<file path="src/design/fc_pkg.sv">
// Shared widths, addresses and types for the event and interrupt front end, imported by each block
package fc_pkg;

  // Direct interrupt lines
  localparam int unsigned NB_LINES  = 32;
  localparam int unsigned LINE_ID_W = 5;

  // Peripheral event queue
  localparam int unsigned EVT_ID_W   = 8;
  localparam int unsigned FIFO_DEPTH = 4;
  localparam int unsigned FIFO_PTR_W = $clog2(FIFO_DEPTH);
  localparam int unsigned FIFO_CNT_W = $clog2(FIFO_DEPTH + 1);
  localparam int unsigned FIFO_PIN   = 11;

  // Configuration port map
  localparam int unsigned CFG_ADDR_W = 2;
  localparam logic [CFG_ADDR_W-1:0] CFG_MASK_ADDR = 2'd0;
  localparam logic [CFG_ADDR_W-1:0] CFG_PEND_ADDR = 2'd1;

  typedef logic [NB_LINES-1:0]  line_vec_t;
  typedef logic [LINE_ID_W-1:0] line_id_t;
  typedef logic [EVT_ID_W-1:0]  evt_id_t;

  // Configuration port handshake states
  typedef enum logic {
    CFG_IDLE,
    CFG_ACK
  } cfg_state_t;

  // Core interrupt handshake states
  typedef enum logic [1:0] {
    ARB_IDLE,
    ARB_REQ,
    ARB_WAIT
  } arb_state_t;

endpackage

</file>
<file path="src/design/fc_event_fifo.sv">
// Circular queue of peripheral event ids, filled over valid/full-not and drained by the arbiter
`timescale 1ns/1ps

module fc_event_fifo import fc_pkg::*; (
  input  logic    clk_i,
  input  logic    reset_i,
  input  logic    push_valid_i,
  input  evt_id_t push_data_i,
  output logic    fulln_o,
  output logic    nempty_o,
  output evt_id_t head_o,
  input  logic    pop_i
);

  evt_id_t                mem_q [FIFO_DEPTH];
  logic [FIFO_PTR_W-1:0]  wr_ptr_q;
  logic [FIFO_PTR_W-1:0]  rd_ptr_q;
  logic [FIFO_CNT_W-1:0]  count_q;
  logic                   push;
  logic                   pop;

  // Status straight from the entry count
  assign fulln_o  = (count_q != FIFO_CNT_W'(FIFO_DEPTH));
  assign nempty_o = (count_q != '0);
  assign head_o   = mem_q[rd_ptr_q];

  // Source must hold its push while fulln_o is low
  assign push = push_valid_i & fulln_o;
  assign pop  = pop_i & nempty_o;

  //****************************************
  // Pointers and count
  //****************************************
  always_ff @(posedge clk_i) begin
    if (reset_i) begin
      wr_ptr_q <= '0;
      rd_ptr_q <= '0;
      count_q  <= '0;
    end else begin
      if (push) begin
        wr_ptr_q <= (wr_ptr_q == FIFO_PTR_W'(FIFO_DEPTH - 1)) ? '0 : wr_ptr_q + 1'b1;
      end
      if (pop) begin
        rd_ptr_q <= (rd_ptr_q == FIFO_PTR_W'(FIFO_DEPTH - 1)) ? '0 : rd_ptr_q + 1'b1;
      end
      case ({push, pop})
        2'b10:   count_q <= count_q + 1'b1;
        2'b01:   count_q <= count_q - 1'b1;
        // Push with pop, or neither, leaves the count
        default: count_q <= count_q;
      endcase
    end
  end

  // Storage
  always_ff @(posedge clk_i) begin
    if (push) begin
      mem_q[wr_ptr_q] <= push_data_i;
    end
  end

endmodule

</file>
<file path="src/design/fc_irq_lines.sv">
// Pending and mask registers of the 32 direct event lines, with their four-phase config port
`timescale 1ns/1ps

module fc_irq_lines import fc_pkg::*; (
  input  logic                  clk_i,
  input  logic                  reset_i,
  input  line_vec_t             events_i,
  // Configuration port
  input  logic                  cfg_req_i,
  input  logic                  cfg_we_i,
  input  logic [CFG_ADDR_W-1:0] cfg_addr_i,
  input  line_vec_t             cfg_wdata_i,
  output logic                  cfg_ack_o,
  output line_vec_t             cfg_rdata_o,
  // Claim from the arbiter
  input  logic                  claim_i,
  input  line_id_t              claim_id_i,
  output line_vec_t             pend_o
);

  line_vec_t  pend_q;
  line_vec_t  mask_q;
  line_vec_t  claim_clr;
  cfg_state_t cfg_state_q;
  logic       cfg_start;
  logic       mask_wr;

  //****************************************
  // Pending lines
  //****************************************

  // One-hot clear of the claimed line
  always_comb begin
    claim_clr = '0;
    if (claim_i) begin
      claim_clr[claim_id_i] = 1'b1;
    end
  end

  // A new event beats a claim on the same bit
  always_ff @(posedge clk_i) begin
    if (reset_i) begin
      pend_q <= '0;
    end else begin
      pend_q <= (pend_q & ~claim_clr) | events_i;
    end
  end

  assign pend_o = pend_q & mask_q;

  //****************************************
  // Configuration handshake
  //****************************************

  // Access happens once, on the edge that raises ack
  assign cfg_start = (cfg_state_q == CFG_IDLE) && cfg_req_i;
  assign mask_wr   = cfg_start && cfg_we_i && (cfg_addr_i == CFG_MASK_ADDR);

  always_ff @(posedge clk_i) begin
    if (reset_i) begin
      cfg_state_q <= CFG_IDLE;
    end else begin
      case (cfg_state_q)
        CFG_IDLE: begin
          if (cfg_req_i) begin
            cfg_state_q <= CFG_ACK;
          end
        end
        CFG_ACK: begin
          // Hold ack until the master lets go of req
          if (!cfg_req_i) begin
            cfg_state_q <= CFG_IDLE;
          end
        end
        default: cfg_state_q <= CFG_IDLE;
      endcase
    end
  end

  // Zero mask after reset blocks every line
  always_ff @(posedge clk_i) begin
    if (reset_i) begin
      mask_q <= '0;
    end else if (mask_wr) begin
      mask_q <= cfg_wdata_i;
    end
  end

  assign cfg_ack_o = (cfg_state_q == CFG_ACK);

  // Read data valid while ack is up
  // Pending reads back raw without the mask
  always_comb begin
    cfg_rdata_o = '0;
    if (cfg_ack_o) begin
      case (cfg_addr_i)
        CFG_MASK_ADDR: cfg_rdata_o = mask_q;
        CFG_PEND_ADDR: cfg_rdata_o = pend_q;
        default:       cfg_rdata_o = '0;
      endcase
    end
  end

endmodule

</file>
<file path="src/design/fc_irq_arbiter.sv">
// Picks the lowest pending line or queued event and drives the core interrupt req/ack handshake
`timescale 1ns/1ps

module fc_irq_arbiter import fc_pkg::*; (
  input  logic      clk_i,
  input  logic      reset_i,
  input  line_vec_t line_pend_i,
  // Event queue side
  input  logic      fifo_nempty_i,
  input  evt_id_t   fifo_head_i,
  output logic      fifo_pop_o,
  // Claim back to the lines block
  output logic      claim_o,
  output line_id_t  claim_id_o,
  // Core interrupt
  output logic      irq_req_o,
  output line_id_t  irq_id_o,
  output evt_id_t   irq_evt_o,
  input  logic      irq_ack_i
);

  line_vec_t  all_pend;
  line_id_t   sel_id;
  logic       sel_fifo;
  arb_state_t state_q;
  line_id_t   id_q;
  evt_id_t    evt_q;
  logic       fifo_sel_q;
  logic       claim_q;
  logic       pop_q;

  //****************************************
  // Selection
  //****************************************

  // Queue shows up as one more source on FIFO_PIN
  always_comb begin
    all_pend = line_pend_i;
    if (fifo_nempty_i) begin
      all_pend[FIFO_PIN] = 1'b1;
    end
  end

  // Scan from the top so the lowest set index writes sel_id last
  always_comb begin
    sel_id = '0;
    for (int i = NB_LINES - 1; i >= 0; i--) begin
      if (all_pend[i]) begin
        sel_id = line_id_t'(i);
      end
    end
  end

  assign sel_fifo = (sel_id == line_id_t'(FIFO_PIN)) && fifo_nempty_i;

  //****************************************
  // Handshake FSM
  //****************************************
  always_ff @(posedge clk_i) begin
    if (reset_i) begin
      state_q    <= ARB_IDLE;
      fifo_sel_q <= 1'b0;
      claim_q    <= 1'b0;
      pop_q      <= 1'b0;
    end else begin
      claim_q <= 1'b0;
      pop_q   <= 1'b0;
      case (state_q)
        ARB_IDLE: begin
          if (|all_pend) begin
            state_q    <= ARB_REQ;
            fifo_sel_q <= sel_fifo;
          end
        end
        ARB_REQ: begin
          // Retire in the cycle after the ack edge
          if (irq_ack_i) begin
            state_q <= ARB_WAIT;
            claim_q <= 1'b1;
            pop_q   <= fifo_sel_q;
          end
        end
        ARB_WAIT: begin
          if (!irq_ack_i) begin
            state_q <= ARB_IDLE;
          end
        end
        default: state_q <= ARB_IDLE;
      endcase
    end
  end

  // Id and queue head held stable for the whole request
  always_ff @(posedge clk_i) begin
    if ((state_q == ARB_IDLE) && (|all_pend)) begin
      id_q  <= sel_id;
      evt_q <= sel_fifo ? fifo_head_i : '0;
    end
  end

  assign irq_req_o  = (state_q == ARB_REQ);
  assign irq_id_o   = id_q;
  assign irq_evt_o  = evt_q;
  assign claim_o    = claim_q;
  assign claim_id_o = id_q;
  assign fifo_pop_o = pop_q;

endmodule

</file>
<file path="src/design/fc_subsystem.sv">
// Top level of the event and interrupt front end, wiring the queue, the lines block and the arbiter
`timescale 1ns/1ps

module fc_subsystem import fc_pkg::*; (
  input  logic                  clk_i,
  input  logic                  reset_i,
  // Direct events, one per line
  input  line_vec_t             events_i,
  // Peripheral event queue
  input  logic                  event_fifo_valid_i,
  input  evt_id_t               event_fifo_data_i,
  output logic                  event_fifo_fulln_o,
  // Configuration port
  input  logic                  cfg_req_i,
  input  logic                  cfg_we_i,
  input  logic [CFG_ADDR_W-1:0] cfg_addr_i,
  input  line_vec_t             cfg_wdata_i,
  output logic                  cfg_ack_o,
  output line_vec_t             cfg_rdata_o,
  // Core interrupt
  output logic                  irq_req_o,
  output line_id_t              irq_id_o,
  output evt_id_t               irq_evt_o,
  input  logic                  irq_ack_i
);

  line_vec_t line_pend;
  logic      claim;
  line_id_t  claim_id;
  logic      fifo_nempty;
  evt_id_t   fifo_head;
  logic      fifo_pop;

  //****************************************
  // Event sources
  //****************************************
  fc_event_fifo u_event_fifo (
    .clk_i        (clk_i),
    .reset_i      (reset_i),
    .push_valid_i (event_fifo_valid_i),
    .push_data_i  (event_fifo_data_i),
    .fulln_o      (event_fifo_fulln_o),
    .nempty_o     (fifo_nempty),
    .head_o       (fifo_head),
    .pop_i        (fifo_pop)
  );

  fc_irq_lines u_irq_lines (
    .clk_i       (clk_i),
    .reset_i     (reset_i),
    .events_i    (events_i),
    .cfg_req_i   (cfg_req_i),
    .cfg_we_i    (cfg_we_i),
    .cfg_addr_i  (cfg_addr_i),
    .cfg_wdata_i (cfg_wdata_i),
    .cfg_ack_o   (cfg_ack_o),
    .cfg_rdata_o (cfg_rdata_o),
    .claim_i     (claim),
    .claim_id_i  (claim_id),
    .pend_o      (line_pend)
  );

  // Arbitration toward the core
  fc_irq_arbiter u_irq_arbiter (
    .clk_i         (clk_i),
    .reset_i       (reset_i),
    .line_pend_i   (line_pend),
    .fifo_nempty_i (fifo_nempty),
    .fifo_head_i   (fifo_head),
    .fifo_pop_o    (fifo_pop),
    .claim_o       (claim),
    .claim_id_o    (claim_id),
    .irq_req_o     (irq_req_o),
    .irq_id_o      (irq_id_o),
    .irq_evt_o     (irq_evt_o),
    .irq_ack_i     (irq_ack_i)
  );

endmodule

</file>
<file path="config.mk">
export PLATFORM = sky130hd
export DESIGN_NAME = fc_subsystem
export DESIGN_NICKNAME = d
export VERILOG_FILES = /design/src/design/fc_pkg.sv /design/src/design/fc_event_fifo.sv /design/src/design/fc_irq_lines.sv /design/src/design/fc_irq_arbiter.sv /design/src/design/fc_subsystem.sv
export SDC_FILE = /design/constraint.sdc
export NUM_CORES = 1
export LEC_CHECK = 0
export CAP_MARGIN = 20
export CORE_ASPECT_RATIO = 1.4
export CORE_MARGIN = 5
export CORE_UTILIZATION = 68
export CTS_CLUSTER_SIZE = 28
export DETAILED_ROUTE_END_ITERATION = 10
export DONT_BUFFER_PORTS = 1
export HOLD_SLACK_MARGIN = 0.12
export PLACE_DENSITY_LB_ADDON = 0.08
export SYNTH_ARGS = -nofsm -noshare
export SYNTH_HDL_FRONTEND = slang
export SYNTH_SLANG_ARGS = --single-unit
</file>
<file path="constraint.sdc">
create_clock -name clk_i -period 6.21 [get_ports clk_i]
set_input_delay 1.242 -clock clk_i [delete_from_list [all_inputs] [get_ports clk_i]]
set_output_delay 1.242 -clock clk_i [all_outputs]
set_load 0.03 [all_outputs]
</file>
==> reports/results.txt <==
CP arrival -> 2130 ps
Cells after synthesis -> 582
Worst flop-to-flop path startpoint -> u_event_fifo.count_q[2]$_SDFFE_PP0P_
TritonCTS clock tree -> done
NetSw -> 548 µW
Post-synthesis sequential area ratio -> 0.514
Yosys warns -> 0
Worst setup EP type -> output port
Max cap viols -> 0
Commonest non-fill, non-tap cells in the layout -> nand2_1 (96), dfxtp_1 (77), a21oi_1 (75)
Ys flop type -> dfxtp_1
Tmin final -> 3370 ps
Clock transition at the registers of the reported paths -> 60 ps
Startpoint types -> input pin
IO Port Bufs -> 0
Boundary Pins -> 128
Worst setup margin -> 2840 ps
Simple-gate area share of the yosys netlist -> 0.174
Design Area, Final -> 0.00625 mm²
Fin util -> 0.767
Drt first pass iters -> 6
WHS -> 463 ps
Initial core utilization -> 0.690
RSZ-0062 raised after global routing -> false
Total gr overflow -> 0
CTS hold repair buffers -> 0
Setup CP Type -> input pin to output port
Setup crit start -> cfg_addr_i[1]
DRC Markers -> 0
GRT Overall Usage -> 0.277
HP Start -> u_irq_arbiter.fifo_sel_q$_SDFFE_PP0P_
Outcome -> finished clean
Commonest non-fill, non-tap cell in the layout -> nand2_1
Placed cell area -> 0.00567 mm²
Post-CTS Setup Bufs -> 0
Adder-cell share of the synthesized area -> 0.0169
Vias per std cell -> 6.16
Synthesized area per cell -> 9.67 µm²
Sw frac -> 0.268
Clk network pwr share -> 0.442
Logic gate share of total power -> 0.080
Max-slew violation count -> 0
# resized after CTS -> 0
Async S/R FF share, synth -> 0
Num CTS Buffers -> 17
Area growth from synthesis to final layout -> 11.1%
P_leak -> 2.31 nW
Die area -> 0.0102 mm²
Slew @ Worst Pin -> 746 ps
Post-synth net total -> 669
Total core area -> 0.00815 mm²
Mux cell area share after synthesis -> 0.0927
Max Root-Sink Buffers -> 2
Reg power frac -> 0.478
Diode count -> 0
Final Power -> 2.05 mW
Post-synthesis register bit count -> 122
FILL cells -> 559
Total number of vias -> 4271
Maximum VDD drop -> 0.265 mV
FP Rows -> 39
DP Worst Slack -> 2840 ps
Initial antenna violation count -> 0
TritonCTS Sinks -> 122
P_int -> 1.50 mW
Worst min path class -> flop to flop
Wire per inst -> 19.9 µm
Non-Filler Instances -> 693
Fmax achieved -> 297 MHz
Yosys cell types -> 51
Compound-Gate Fraction of Synth Area -> 0.159
Data required time of the worst path -> 4970 ps
Routability cong. -> 0.867
Setup TNS -> 0 ps
Largest family of logic cells by synthesized area -> simple AND/OR/NAND/NOR gates
Vias in the first global route -> 4367
Cells after DPL -> 660
Antenna Violating Nets Remaining -> 0
Layout cell share with drive strength beyond 1 -> 0.0998
Post-DP HPWL -> 9630 µm
Die Span Y -> 118 µm
Final clock skew -> 5.25 ps
Skew-Pair Late Insertion Delay -> 410 ps
Synthesized area -> 0.00563 mm²
Final setup viols -> 0
Hold violation count in the final report -> 0
DR iter-0 viols -> 368
Die W -> 86.9 µm
CTS root buffer -> clkbuf_16
Global-route wire length before repair -> 21600 µm
Max Fanout on Critical Path -> 32
XOR/XNOR share of the synthesized area -> 0.00467
Detailed Route WL -> 13800 µm
Post-synth EDFFs -> 45
Final net count -> 665
Largest net degree at the start of global routing -> 78
Worst slew margin -> 0.501
Period utilization -> 0.543
Pwr Density -> 327 mW/mm²
Htree depth -> 4
-- cells by family (layout without fill, tap and decap cells) --
logic type	count (synthesis)	in the layout
AO/OA/AOI/OAI	141	141
multiplexers	42	42
buffers and inverters	58	67
flip-flops	122	122
adder cells (fa/ha/maj)	7	7
XOR/XNOR	3	3
AND/OR/NAND/NOR	209	209
-- registers in the layout (all words and copies together), names as in the netlist --
name                      flops
u_irq_arbiter.fifo_pop_o      1
u_event_fifo.mem_q           32
u_irq_arbiter.claim_o         1
u_irq_arbiter.state_q         2
u_irq_arbiter.fifo_sel_q      1
u_event_fifo.rd_ptr_q         2
u_irq_arbiter.irq_evt_o       8
u_event_fifo.count_q          3
u_irq_lines.mask_q           32
u_irq_lines.cfg_ack_o         1
u_irq_arbiter.claim_id_o      5
u_irq_lines.pend_q           32
u_event_fifo.wr_ptr_q         2
-- synthesized netlist by cell type, types with 2 or more instances --
| cell | instances | area, µm² |
|---|---|---|
| nand2_1 | 96 | 360 |
| dfxtp_1 | 77 | 1540 |
| a21oi_1 | 75 | 375 |
| nor2_1 | 55 | 206 |
| edfxtp_1 | 45 | 1350 |
| mux2i_1 | 33 | 330 |
| inv_1 | 32 | 120 |
| o21ai_0 | 29 | 145 |
| clkbuf_1 | 20 | 75.1 |
| nor3b_1 | 10 | 75.1 |
| a22o_1 | 9 | 78.8 |
| mux4_2 | 8 | 180 |
| a22oi_1 | 6 | 45.0 |
| and3_1 | 6 | 37.5 |
| buf_1 | 6 | 22.5 |
| ha_1 | 6 | 75.1 |
| nand3_1 | 6 | 30.0 |
| nand2b_1 | 5 | 31.3 |
| nor2b_1 | 5 | 31.3 |
| nor3_1 | 5 | 25.0 |
| a32o_1 | 3 | 30.0 |
| o2111ai_1 | 3 | 26.3 |
| or2_2 | 3 | 18.8 |
| or3b_2 | 3 | 26.3 |
| a221oi_1 | 2 | 17.5 |
| a32oi_1 | 2 | 17.5 |
| and2_1 | 2 | 12.5 |
| nand3b_1 | 2 | 15.0 |
| nand4b_1 | 2 | 17.5 |
| nor2_2 | 2 | 12.5 |
| o211ai_1 | 2 | 15.0 |
| o31ai_1 | 2 | 15.0 |
| xor2_1 | 2 | 17.5 |
-- power groups by stage --
stage | registers (mW) | clock network (mW) | logic [mW]
after global placement | 0.989 | 0 | 0.157
final | 0.978 | 0.906 | 0.164
after detailed placement | 0.991 | 0 | 0.160
after CTS | 0.976 | 0.913 | 0.163
after global routing | 0.984 | 0.956 | 0.180
after floorplan | 0.970 | 0 | 0.144
-- routing by layer --
layer | part of all wire | GRT usage | wire [µm]
met4 | 0.023 | 0.117 | 320
met3 | 0.087 | 0.101 | 1190
met2 | 0.55 | 0.492 | 7590
met5 | 0 | 0 | 0
met1 | 0.34 | 0.284 | 4660
-- worst paths after layout --
path / cells after the start / endpoint / slack (ps)
worst min-delay path: 1 / u_irq_arbiter.fifo_pop_o$_SDFF_PP0_ / 460
worst max register to register: 8 / u_event_fifo.count_q[2]$_SDFFE_PP0P_ / 3660
worst max-delay path: 3 / cfg_rdata_o[6] / 2840
worst min register to register: 1 / u_irq_arbiter.fifo_pop_o$_SDFF_PP0_ / 460
-- critical path: stages --
cell and delay, ps:
nand2b_1 110, buf_4 250, nor2_1 500
-- final cells by class --
type                       instances  area (µm²)  share of cell area
clock inverter                    15         126              0.0202
multi-input combinational        402        2520               0.403
clock buffer                      17         425              0.0681
inverter                          32         120              0.0192
timing repair buffer               3        42.5             0.00681
sequential                       122        2890               0.463
tap                              102         128              0.0204
Power figures use the tool's default switching activity.
